$ cat src/cpu_pkg.sv
package cpu_pkg;

  // ram geometry, shared by the core, the page unit and the memory
  localparam int ADDR_W = 10;  // 1024 words
  localparam int DATA_W = 16;

  typedef logic [ADDR_W-1:0] addr_t;  // logical or physical word address
  typedef logic [DATA_W-1:0] word_t;  // ram word, register value, operand

  // register field of word 0, low bits pick the register
  typedef logic [7:0] reg_num_t;

  // opcode in the upper byte of word 0
  // codes not listed here run as a nop
  typedef enum logic [7:0] {
    JMP       = 8'd1,   // pc <= operand address
    RAM2REG   = 8'd2,   // reg <= ram[operand address]
    REG2RAM   = 8'd3,   // ram[operand address] <= reg
    NUM2REG   = 8'd4,   // reg <= operand
    REG_PLUS  = 8'd5,   // reg <= reg + operand
    REG_MINUS = 8'd6,   // reg <= reg - operand
    EXIT      = 8'd17   // stop the process
  } opcode_t;

endpackage

$ cat src/page_mmu.sv
module page_mmu
  import cpu_pkg::*;
#(
  parameter int PAGE_BITS = 6
) (
  input  logic  clka,
  input  logic  rst_n,
  input  logic  xlat_req,
  input  addr_t xlat_addr,
  output logic  xlat_done,
  output addr_t xlat_phys
);

  localparam int LP_W      = ADDR_W - PAGE_BITS;  // page number bits
  localparam int NUM_PAGES = 1 << LP_W;

  typedef logic [LP_W-1:0] page_t;

  typedef enum logic [1:0] {
    M_IDLE,
    M_WALK,
    M_ALLOC
  } mmu_state_t;

  mmu_state_t state;

  page_t next_tab [NUM_PAGES];  // next physical page in the chain, tail points to itself
  page_t tag_tab  [NUM_PAGES];  // logical page held by each physical page

  logic [LP_W:0] alloc_cnt;  // next free page, top bit flags exhaustion
  page_t cache_lpage;  // last translated logical page
  page_t cache_ppage;  // and where it lives
  page_t cur_page;  // walk pointer

  page_t req_lpage;
  logic [PAGE_BITS-1:0] req_off;

  page_t in_lpage;
  page_t new_page;

  assign in_lpage = xlat_addr[ADDR_W-1:PAGE_BITS];
  assign new_page = alloc_cnt[LP_W-1:0];

  always_ff @(posedge clka or negedge rst_n) begin
    if (!rst_n) begin
      state       <= M_IDLE;
      xlat_done   <= 1'b0;
      alloc_cnt   <= (LP_W+1)'(1);
      cache_lpage <= '0;  // logical page 0 sits in physical page 0
      cache_ppage <= '0;
      cur_page    <= '0;
      for (int i = 0; i < NUM_PAGES; i++) begin
        next_tab[i] <= '0;
        tag_tab[i]  <= '0;
      end
    end else begin
      xlat_done <= 1'b0;
      case (state)
        M_IDLE: begin
          if (xlat_req) begin
            if (in_lpage == cache_lpage) begin
              xlat_done <= 1'b1;  // cache hit
            end else begin
              cur_page <= '0;  // chain always starts at page 0
              state    <= M_WALK;
            end
          end
        end
        M_WALK: begin
          if (tag_tab[cur_page] == req_lpage) begin
            xlat_done   <= 1'b1;
            cache_lpage <= req_lpage;
            cache_ppage <= cur_page;
            state       <= M_IDLE;
          end else if (next_tab[cur_page] == cur_page) begin
            state <= M_ALLOC;  // hit the tail, logical page is new
          end else begin
            cur_page <= next_tab[cur_page];
          end
        end
        M_ALLOC: begin
          // link the fresh page after the tail and make it the new tail
          next_tab[cur_page] <= new_page;
          next_tab[new_page] <= new_page;
          tag_tab[new_page]  <= req_lpage;
          alloc_cnt   <= alloc_cnt + 1'b1;
          cache_lpage <= req_lpage;
          cache_ppage <= new_page;
          xlat_done   <= 1'b1;
          state       <= M_IDLE;
        end
        default: state <= M_IDLE;
      endcase
    end
  end

  // request fields and the translated address, only sampled with xlat_done
  always_ff @(posedge clka) begin
    case (state)
      M_IDLE: begin
        if (xlat_req) begin
          req_lpage <= in_lpage;
          req_off   <= xlat_addr[PAGE_BITS-1:0];
          xlat_phys <= {cache_ppage, xlat_addr[PAGE_BITS-1:0]};
        end
      end
      M_WALK:  xlat_phys <= {cur_page, req_off};
      M_ALLOC: xlat_phys <= {new_page, req_off};  // offset is never touched
      default: xlat_phys <= xlat_phys;
    endcase
  end

endmodule

$ cat config.mk
export PLATFORM = sky130hd
export DESIGN_NAME = page_mmu
export DESIGN_NICKNAME = d
export VERILOG_FILES = /design/src/cpu_pkg.sv /design/src/page_mmu.sv
export SDC_FILE = /design/constraint.sdc
export NUM_CORES = 1
export LEC_CHECK = 0
export BUFFER_PORTS_ARGS = -buffer_cell sky130_fd_sc_hd__buf_2
export CORE_ASPECT_RATIO = 1.25
export CORE_MARGIN = 2
export CORE_UTILIZATION = 60
export CTS_BUF_LIST = sky130_fd_sc_hd__clkbuf_8 sky130_fd_sc_hd__clkbuf_16
export DETAILED_ROUTE_END_ITERATION = 8
export PLACE_DENSITY = 0.77
export REMOVE_ABC_BUFFERS = 1
export SYNTH_ARGS = -nofsm -noshare
export SYNTH_HDL_FRONTEND = slang
export SYNTH_SLANG_ARGS = --single-unit
$ cat constraint.sdc
create_clock -name clka -period 6.9 [get_ports clka]
set_input_delay 0 -clock clka [delete_from_list [all_inputs] [get_ports clka]]
set_output_delay 0 -clock clka [all_outputs]
set_load 0.01 [all_outputs]
==> metrics.json <==
{
  "vdd_drop_max_mv": 0.2085,
  "grt_start_max_net_pins": 76,
  "run_status": "finished clean",
  "post-route-worst-setup-slack_ps": 3199,
  "diodes": 0,
  "gr-total-overflow": 0,
  "synth_area_leaders": "sky130_fd_sc_hd__dfrtp_1 (45%), sky130_fd_sc_hd__mux2_2 (9.5%), sky130_fd_sc_hd__edfxtp_1 (7.3%), sky130_fd_sc_hd__nand2_1 (5.3%), sky130_fd_sc_hd__mux4_2 (4.4%)",
  "total_power_divided_by_cell_area_mw_per_mm2": 426.6,
  "synth_area_per_cell_sq_um": 11.73,
  "syn-instance-count": 698,
  "drc_errors": 0,
  "drtAntennaViolNets": 0,
  "timing.critical_path.cells": "buf_4, mux4_1, mux2i_1, xor2_1, and2_1, mux2_2, a2111oi_4, mux2_4",
  "grt_first_pass_wirelength_um": 32320,
  "tritoncts_clock_tree": "built",
  "rsz_0062_raised_after_global_routing": "no",
  "synth_top_area_share": 0.4464,
  "seq_area_sq_mm": 0.004282,
  "detail_route.first_pass.iterations": 5,
  "synth_ff_type": "sky130_fd_sc_hd__dfrtp_1",
  "synth.cell_area_sq_mm": 0.008184,
  "dominant_delay_contributor_by_cell_family_on_the_critical_path": "multiplexers",
  "via_count": 5926,
  "initial_utilization": 0.6158,
  "num-nets-final": 739,
  "final-hold-violation-count": 0,
  "coreArea_sq_mm": 0.01329,
  "tritoncts.num_buffers": 17,
  "finalSetupTns_ps": 0,
  "cp-start-kind": "flip-flop",
  "overall_global_routing_usage": 0.2914,
  "post-synth-top-area-cell": "sky130_fd_sc_hd__dfrtp_1",
  "path_clk_slew_ps": 60,
  "setup_violations": 0,
  "io_buffer_count": 23,
  "synth-seq-cells": 167,
  "die_area_sq_mm": 0.01460,
  "ys_warn_count": 0,
  "crit_buf_inv": 1,
  "dp_wirelength_um": 13120,
  "post-synth-top-count-cell": "sky130_fd_sc_hd__dfrtp_1",
  "dr_iter_0_viols": 541,
  "multi_input_comb_area_sq_mm": 0.003622,
  "synth_sequential_area_ratio": 0.5230,
  "fp.dieW_um": 108.5,
  "synth_commonest_cells": "sky130_fd_sc_hd__dfrtp_1 (146), sky130_fd_sc_hd__nand2_1 (116), sky130_fd_sc_hd__mux2_2 (69), sky130_fd_sc_hd__o21ai_0 (62), sky130_fd_sc_hd__nor2_1 (29)",
  "route.detailed.vias_per_inst": 6.570,
  "cp_slowest_cell": "sky130_fd_sc_hd__dfrtp_2",
  "cp.required_ps": 7210,
  "layout-drive-gt1-share": 0.2093,
  "place_congestion": 0.9317,
  "max_slew.worst_pin.slew_ps": 1072,
  "clock_skew_ps": 7.736,
  "root_buffer_cell": "sky130_fd_sc_hd__clkbuf_16",
  "ffs_w_async_s_r_synth": 0.8802,
  "synth_enable_flop_cells": 20,
  "fillerInstances": 959,
  "area_growth_syn_to_layout_pct": 10.17,
  "final.min_clock_period_ps": 3701,
  "grt_antenna_before_repair": 0,
  "post_synth_num_cell_types": 52,
  "wirelength_um": 19850,
  "final_max_slew_viol_count": 0,
  "cpPeakStageDelay_ps": 760,
  "insertion_delay_ps": 420,
  "timing.setup.critical_path_class": "flip-flop to flip-flop",
  "clock_tree.htree_level_count": 4,
  "top_level_ports": 24,
  "setup_crit_end_kind": "flip-flop",
  "cts_num_sinks": 167,
  "row_count": 47,
  "max-cap-violations": 0,
  "wl_per_cell_um": 22.00,
  "cts-resized-gates": 0,
  "max_transition_margin": 0.2825,
  "worst_slack_at_placement_ps": 3230,
  "min-delay-path-class": "primary input to asynchronous set/reset pin",
  "critical_path_arrival_ps": 4010,
  "die_height_um": 134.6,
  "leakage_nw": 4.001,
  "vias_in_the_first_global_route": 6088,
  "path_max_fanout": 26,
  "clock.fmax_mhz": 270.2,
  "finalCritPeriodShare": 0.5364,
  "max-clock-path-buffers": 2
}
[where the power goes]
| group | internal [mW] | total [mW] | switching [mW] |
|---|---|---|---|
| combinational | 0.593 | 1.39 | 0.799 |
| clock | 0.491 | 0.884 | 0.393 |
| sequential | 1.33 | 1.57 | 0.239 |
| total | 2.42 | 3.85 | 1.43 |
[logic make-up after synthesis]
logic type,Yosys count,synth area share
DFF,167,0.5230
buffers and inverters,60,0.03440
muxes,125,0.2081
AOI/OAI and AO/OA,129,0.1052
and+or+nand+nor,195,0.1021
xor gates and xnor gates,14,0.01498
adders and majority gates,8,0.01223
[placed cells by master, fill, tap and decap left out, types with 7 or more instances in the layout]
master                          count
sky130_fd_sc_hd__mux2_1             7
sky130_fd_sc_hd__a221o_1            9
sky130_fd_sc_hd__edfxtp_1          20
sky130_fd_sc_hd__nand2_1          116
sky130_fd_sc_hd__dlygate4sd3_1     11
sky130_fd_sc_hd__mux2i_1           22
sky130_fd_sc_hd__nand3_1           17
sky130_fd_sc_hd__a22o_1            10
sky130_fd_sc_hd__inv_1             25
sky130_fd_sc_hd__a21oi_1           11
sky130_fd_sc_hd__ha_1               8
sky130_fd_sc_hd__dfrtp_1          145
sky130_fd_sc_hd__buf_2             22
sky130_fd_sc_hd__clkbuf_16         17
sky130_fd_sc_hd__xor2_1             9
sky130_fd_sc_hd__o22ai_1           10
sky130_fd_sc_hd__nor3_1             7
sky130_fd_sc_hd__nor2_1            29
sky130_fd_sc_hd__mux4_2            16
sky130_fd_sc_hd__mux4_1             9
sky130_fd_sc_hd__o21ai_0           62
sky130_fd_sc_hd__mux2_2            69
[final timing paths]
| path | start | end | slack [ps] | cells past startpoint |
|---|---|---|---|---|
| setup / recovery | cur_page[0]$_DFFE_PN0P_ | cur_page[0]$_DFFE_PN0P_ | 3200 | 8 |
| max in group asynchronous | rst_n | cur_page[0]$_DFFE_PN0P_ | 5290 | 3 |
| hold / removal | rst_n | next_tab[5]$_DFFE_PN0P_ | 150 | 2 |
| hold reg to reg | next_tab[28]$_DFFE_PN0P_ | next_tab[28]$_DFFE_PN0P_ | 470 | 2 |
| min in group clka | xlat_req | state[0]$_DFFE_PN0P_ | 220 | 5 |
| setup reg to reg | cur_page[0]$_DFFE_PN0P_ | cur_page[0]$_DFFE_PN0P_ | 3200 | 8 |
[worst register-to-register path: cells and delay by family, from the launching register on]
family                 cells  cell delay (ps)
buffers and inverters      1              510
multiplexers               4             1470
AND/OR/NAND/NOR            1              240
flip-flops                 1              760
AO/OA/AOI/OAI              1              510
XOR/XNOR                   1              100
[what timing repair did]
item / CTS / global route
setup buffers: 0 / 0
hold endpoints to repair: 88 / 0
hold buffers: 11 / 0
[flip-flops by register name (all words and copies together) (netlist names)]
signal / count
tag_tab: 64
cache_lpage: 4
xlat_done: 1
cur_page: 4
state: 2
req_off: 6
req_lpage: 4
xlat_phys: 10
next_tab: 64
alloc_cnt: 4
cache_ppage: 4
[layout make-up]
cell class | count | area share
Sequential cell | 167 | 0.4749
Multi-Input combinational cell | 471 | 0.4017
Clock buffer | 17 | 0.04718
Timing Repair Buffer | 40 | 0.03067
Tap cell | 171 | 0.02373
Clock inverter | 15 | 0.01304
Inverter | 21 | 0.008743
[layer usage]
metal | vias to the layer above | global-route usage | share of wire
li1 | 2573 | - | -
met1 | 2974 | 0.3822 | 0.39
met2 | 314 | 0.4764 | 0.50
met3 | 65 | 0.04344 | 0.066
met4 | 0 | 0.1403 | 0.040
met5 | - | 0 | 0
[metrics by stage]
stage | instance area (sq um) | total power [mW] | hold WS, ps | instances | utilization
floorplan | 7981 | 2.504 | -295.6 | 659 | -
global placement | 8363 | 2.855 | 40.48 | 859 | 0.6293
detailed placement | 8363 | 2.927 | 51.11 | 859 | 0.6293
CTS | 9016 | 3.815 | 173.4 | 902 | 0.6784
global route | 9016 | 4.048 | 216.3 | 902 | 0.6784
finish | 9016 | 3.846 | 148.5 | 902 | 0.6784
Note: power is estimated with default switching activity, not from simulation.
