## config.mk

```make
export PLATFORM = sky130hd
export DESIGN_NAME = cpu_core
export DESIGN_NICKNAME = d
export VERILOG_FILES = /design/src/cpu_pkg.sv /design/src/cpu_core.sv
export SDC_FILE = /design/constraint.sdc
export NUM_CORES = 1
export LEC_CHECK = 0
export BUFFER_PORTS_ARGS = -buffer_cell sky130_fd_sc_hd__buf_2
export CORE_MARGIN = 2
export CORE_UTILIZATION = 40
export DETAILED_ROUTE_END_ITERATION = 10
export SYNTH_ARGS = -nofsm -noshare
export SYNTH_HDL_FRONTEND = slang
export SYNTH_SLANG_ARGS = --single-unit
export TNS_END_PERCENT = 50
```

## constraint.sdc

```tcl
create_clock -name clka -period 13.46 [get_ports clka]
set_clock_uncertainty 0.05 [all_clocks]
set_input_delay 0 -clock clka [delete_from_list [all_inputs] [get_ports clka]]
set_output_delay 0 -clock clka [all_outputs]
set_load 0.02 [all_outputs]
```

## src/cpu_pkg.sv

```systemverilog
package cpu_pkg;

  // ram geometry, shared by the core, the page unit and the memory
  localparam int ADDR_W = 10;  // 1024 words
  localparam int DATA_W = 16;

  typedef logic [ADDR_W-1:0] addr_t;  // logical or physical word address
  typedef logic [DATA_W-1:0] word_t;  // ram word, register value, operand

  // register field of word 0, low bits pick the register
  typedef logic [7:0] reg_num_t;

  // opcode in the upper byte of word 0
  // codes not listed here run as a nop
  typedef enum logic [7:0] {
    JMP       = 8'd1,   // pc <= operand address
    RAM2REG   = 8'd2,   // reg <= ram[operand address]
    REG2RAM   = 8'd3,   // ram[operand address] <= reg
    NUM2REG   = 8'd4,   // reg <= operand
    REG_PLUS  = 8'd5,   // reg <= reg + operand
    REG_MINUS = 8'd6,   // reg <= reg - operand
    EXIT      = 8'd17   // stop the process
  } opcode_t;

endpackage

```

## src/cpu_core.sv

```systemverilog
module cpu_core
  import cpu_pkg::*;
#(
  parameter int PAGE_BITS = 6,
  parameter int NUM_REGS  = 8
) (
  input  logic     clka,
  input  logic     rst_n,
  input  logic     load_en,
  input  addr_t    load_addr,
  input  word_t    load_data,
  input  logic     run,
  output logic     halted,
  output logic     reg_wr,
  output reg_num_t reg_num,
  output word_t    reg_data,
  output logic     mem_wr,
  output addr_t    mem_addr,
  output word_t    mem_data,
  output logic     xlat_req,
  output addr_t    xlat_addr,
  input  logic     xlat_done,
  input  addr_t    xlat_phys,
  output logic     wr_en,
  output addr_t    wr_addr,
  output word_t    wr_data,
  output addr_t    rd_addr,
  input  word_t    rd_data
);

  localparam int RIDX_W = $clog2(NUM_REGS);

  typedef enum logic [3:0] {
    S_IDLE,   // host loads ram
    S_FETCH,  // translate pc
    S_W0,     // wait for word 0 address
    S_R0A,    // ram samples address
    S_R0B,    // word 0 on rd_data
    S_W1,     // wait for word 1 address
    S_R1A,
    S_R1B,    // word 1 on rd_data
    S_DEC,
    S_WOP,    // wait for operand address
    S_LD,     // load read in flight
    S_EXE,
    S_HALT
  } core_state_t;

  core_state_t state;

  word_t   regs [NUM_REGS];
  addr_t   pc;
  addr_t   pc_phys;  // physical address of word 0
  addr_t   op_phys;  // physical operand address
  opcode_t op;
  reg_num_t rnum;
  word_t   operand;

  logic [RIDX_W-1:0] ridx;
  addr_t pc_inc;
  addr_t opnd_addr;
  logic  is_mem_op;
  logic  is_reg_op;
  word_t exe_result;

  assign ridx      = rnum[RIDX_W-1:0];  // field aliases modulo NUM_REGS
  assign pc_inc    = pc + 1'b1;
  assign opnd_addr = operand[ADDR_W-1:0];
  assign is_mem_op = (op == RAM2REG) || (op == REG2RAM);
  assign is_reg_op = (op == NUM2REG) || (op == REG_PLUS) || (op == REG_MINUS) ||
                     (op == RAM2REG);

  always_comb begin
    case (op)
      REG_PLUS:  exe_result = regs[ridx] + operand;  // wraps at 16 bits
      REG_MINUS: exe_result = regs[ridx] - operand;
      RAM2REG:   exe_result = rd_data;
      default:   exe_result = operand;
    endcase
  end

  always_ff @(posedge clka or negedge rst_n) begin
    if (!rst_n) begin
      state    <= S_IDLE;
      pc       <= '0;
      halted   <= 1'b0;
      xlat_req <= 1'b0;
      reg_wr   <= 1'b0;
      mem_wr   <= 1'b0;
      wr_en    <= 1'b0;
      for (int i = 0; i < NUM_REGS; i++) begin
        regs[i] <= '0;
      end
    end else begin
      xlat_req <= 1'b0;
      reg_wr   <= 1'b0;
      mem_wr   <= 1'b0;
      wr_en    <= 1'b0;
      case (state)
        S_IDLE: begin
          wr_en <= load_en && !run;  // host write passes straight to ram
          if (run) begin
            state <= S_FETCH;
          end
        end
        S_FETCH: begin
          xlat_req <= 1'b1;
          state    <= S_W0;
        end
        S_W0:  if (xlat_done) state <= S_R0A;
        S_R0A: state <= S_R0B;
        S_R0B: begin
          // word 1 in the same page needs no page unit trip
          if (pc_inc[PAGE_BITS-1:0] != '0) begin
            state <= S_R1A;
          end else begin
            xlat_req <= 1'b1;
            state    <= S_W1;
          end
        end
        S_W1:  if (xlat_done) state <= S_R1A;
        S_R1A: state <= S_R1B;
        S_R1B: begin
          pc    <= pc + 2'd2;
          state <= S_DEC;
        end
        S_DEC: begin
          if (is_mem_op) begin
            xlat_req <= 1'b1;
            state    <= S_WOP;
          end else begin
            state <= S_EXE;
          end
        end
        S_WOP: begin
          if (xlat_done) begin
            state <= (op == RAM2REG) ? S_LD : S_EXE;
          end
        end
        S_LD: state <= S_EXE;
        S_EXE: begin
          state <= S_FETCH;
          if (is_reg_op) begin
            regs[ridx] <= exe_result;
            reg_wr     <= 1'b1;
          end
          case (op)
            JMP: pc <= opnd_addr;
            REG2RAM: begin
              wr_en  <= 1'b1;
              mem_wr <= 1'b1;
            end
            EXIT: begin
              halted <= 1'b1;
              state  <= S_HALT;
            end
            default: ;  // nop or register op handled above
          endcase
        end
        S_HALT: state <= S_HALT;  // only reset leaves
        default: state <= S_IDLE;
      endcase
    end
  end

  // addresses, instruction fields and event payloads
  always_ff @(posedge clka) begin
    case (state)
      S_IDLE: begin
        wr_addr <= load_addr;
        wr_data <= load_data;
      end
      S_FETCH: xlat_addr <= pc;
      S_W0: begin
        if (xlat_done) begin
          rd_addr <= xlat_phys;
          pc_phys <= xlat_phys;
        end
      end
      S_R0B: begin
        op        <= opcode_t'(rd_data[15:8]);
        rnum      <= rd_data[7:0];
        xlat_addr <= pc_inc;
        rd_addr   <= pc_phys + 1'b1;  // replaced if word 1 crosses a page
      end
      S_W1:  if (xlat_done) rd_addr <= xlat_phys;
      S_R1B: operand <= rd_data;
      S_DEC: xlat_addr <= opnd_addr;
      S_WOP: begin
        if (xlat_done) begin
          op_phys <= xlat_phys;
          rd_addr <= xlat_phys;
        end
      end
      S_EXE: begin
        reg_num  <= reg_num_t'(ridx);
        reg_data <= exe_result;
        mem_addr <= op_phys;
        mem_data <= regs[ridx];
        wr_addr  <= op_phys;
        wr_data  <= regs[ridx];
      end
      default: rd_addr <= rd_addr;
    endcase
  end

endmodule

```

==> results by group <==
Outcome
  – Status: finished, violations left
  – Violated checks: hold timing

Logic synthesis
  – Post-synth top area cell: edfxtp_1
  – FF+latch count, synth: 285
  – Mux cell area share after synthesis: 4.65%
  – Yosys top cell area share: 31.0%
  – Main combinational cell family by area after synthesis: compound AO/OA/AOI/OAI gates
  – Synth Area in Compound Gates: 16.0%
  – Post-Syn Area: 13400 um^2
  – Synth Area in XOR/XNOR: 2.22%
  – Yosys Warn Count: 0
  – Post-synth ARST share: 51.6%
  – Ys flop type: dfrtp_1
  – Mapped Cells: 1245
  – Synth cell count leaders: 195 x nand2_1, 147 x dfrtp_1, 138 x edfxtp_1
  – Post-synthesis adder-cell area fraction: 1.93%
  – Mapped Avg Cell Area: 10.7 um^2
  – Count leader, synth: nand2_1
  – Top cells by area, synth: edfxtp_1 31%, dfrtp_1 28%, nand2_1 5.5%
  – Seq/Total Area, Yosys: 58.6%
  – Post-synthesis simple-gate area fraction: 13.2%
  – EDFF count, synth: 138
  – Post-synth cell types: 70

Clocking
  – CTS root buf: clkbuf_16
  – Worst-path clk slew: 60 ps
  – Post-cts repair resize count: 0
  – Worst-skew pair later-pin latency: 570 ps
  – Setup bufs post-CTS: 0
  – Hold buffer count at CTS: 56
  – Max Root-Sink Buffers: 3
  – CTS tree: yes
  – H-tree depth: 1
  – CTS buffer count: 31
  – Clock Sinks: 285

Flow run
  – Max_cap viols: 0

Worst setup path
  – Arr. time, crit path: 5410 ps
  – CP required: 13800 ps
  – Critical Path End Type: flop
  – Crit-path max FO: 46
  – WP buf/inv: 2
  – Slowest CP cell: a221oi_1
  – WS Path Type: flop to flop
  – Setup crit start: rnum[0]
  – Worst stage delay on the critical path: 890 ps
  – CP most frequent cell: a221oi_1
  – RR Startpoint: rnum[0]
  – Crit path cell chain: buf_4, mux2_2, a221oi_1, a21oi_1, a221oi_1, ha_1, inv_1, fa_1, a21oi_1, o211ai_1, a31oi_1, xnor2_1, a221oi_1, o21ai_0
  – CP startpoint kind: flop
  – CP delay by family, top: compound AO/OA/AOI/OAI gates

Route
  – Initial DRC Count: 828
  – Routed WL: 36900 um
  – Detailed-route via count: 10200
  – Post-route DRC: 0
  – First-pass iteration count of the detailed router: 5
  – WL per Instance: 19.5 um
  – Routed vias/inst: 5.38
  – Routed Antenna Nets: 0

Die
  – Height of the chip: 187 um
  – I/O pins: 158
  – Die footprint: 34900 um^2
  – Die width: 187 um
  – # rows: 66
  – Core Box Area: 32700 um^2
  – Initial Utilization: 40.9%

Power
  – Max IR drop VDD: 106 uV
  – Leak: 6.57 nW
  – PwrDens: 172 nW/um^2

Finish
  – Nets: 1507
  – Share of layout cells above drive strength 1: 18.8%
  – FILL cells: 2984
  – N_diodes: 0
  – Synth-to-Final Area Change: 22.1%

Timing
  – Fin Hold WS: -27.1 ps
  – Slew Limit Fails: 0
  – Slew @ Worst Pin: 1260 ps
  – Worst slew margin: 15.7%
  – Setup TNS: 0 ps
  – Final hold violations: 18
  – Final min period: 5080 ps
  – FMAX: 197 MHz
  – RSZ-0062 raised after global routing: false
  – Final setup vio count: 0
  – Final period utilization: 37.7%

Global route
  – Gr usage total: 20.9%
  – Global-route wire length before repair: 57500 um
  – GR Layer Usage met3: 2.90%
  – Largest net degree at the start of global routing: 81
  – M2 GR Usage: 33.1%
  – Vias in the first global route: 9842
  – Gr busiest metal: met2
  – Initial antenna violation count: 0
  – GRT overflow: 0
  – Met1 Resource Use GR: 30.6%

Placed design
  – PortBufs: 152
  – Detailed Place HPWL: 24400 um
  – Placer congestion estimate: 0.842

Worst hold path
  – Worst hold path class: primary input to asynchronous set/reset pin
## placed cells by master (no fill, tap or decap), types with 9 or more instances in the layout
cell / n
a21oi_1: 109
a221o_1: 9
a221oi_1: 12
a31oi_1: 13
and3_1: 10
buf_2: 151
buf_4: 20
bufinv_16: 9
clkbuf_16: 33
dfrtp_1: 147
dlygate4sd3_1: 56
edfxtp_1: 138
ha_1: 19
inv_1: 35
mux2_2: 16
mux2i_1: 17
mux4_2: 12
nand2_1: 195
nand3_1: 19
nor2_1: 123
nor2b_1: 17
nor3_1: 9
o21ai_0: 113
xnor2_1: 13
xor2_1: 19
## flip-flops by register name (all words and copies together) (netlist names), 16 cells and up
register  cells
wr_data      16
reg_data     16
mem_data     16
regs        128
operand      16
## report_power, final
part           leakage [nW]  internal [mW]  switching [mW]
sequential             2.61           1.07          0.0918
clock                 0.594          0.630           0.356
combinational          3.37          0.223           0.434
## metrics by stage
stage,power (mW),cell area (um^2),setup WS [ps],utilization (%),cells
detailed placement,1.82,14500,8460,44.5,1783
global route,2.93,16300,7960,49.9,1897
global placement,1.81,14500,8570,44.5,1783
floorplan,1.60,13400,9020,-,1249
finish,2.80,16300,8380,49.9,1897
CTS,2.82,16300,8420,49.9,1897
## cell families after synthesis
group,Yosys count
AO/OA/AOI/OAI,338
XOR/XNOR,33
adder cells (fa/ha/maj),20
buffers and inverters,116
flip-flops,285
multiplexers,45
other,1
AND/OR/NAND/NOR,407
## routing by layer
layer	up-vias	wire [um]
li1	4849	-
met2	369	16900
met4	0	778
met3	56	2350
met5	-	0
met1	4923	16900
## layout make-up
class / count / area [um^2] / share of cell area (%)
sequential: 285 / 7820 / 47.9
inverter: 36 / 136 / 0.836
tap: 442 / 553 / 3.39
clock buffer: 38 / 865 / 5.30
timing repair buffer: 228 / 1480 / 9.06
multi-input combinational: 848 / 5120 / 31.4
clock inverter: 20 / 342 / 2.09
## worst register-to-register path: stages, from the launching register on
cell      delay [ps]
edfxtp_1         320
buf_4            540
mux2_2           430
a221oi_1         290
a21oi_1           70
a221oi_1         400
ha_1             250
inv_1             50
fa_1             390
a21oi_1          250
o211ai_1         200
a31oi_1          410
xnor2_1          120
a221oi_1         890
o21ai_0          230
## worst paths after layout
check	endpoint	slack [ps]	cells after the start
min reg2reg	mem_addr[1]	400	0
min in group clka	state[0]	90	6
min	regs[75]	-30	2
max reg2reg	regs[42]	8380	14
max in group asynchronous	pc[5]	11870	3
max	regs[42]	8380	14
No activity file was read; power rests on OpenSTA's default activity.
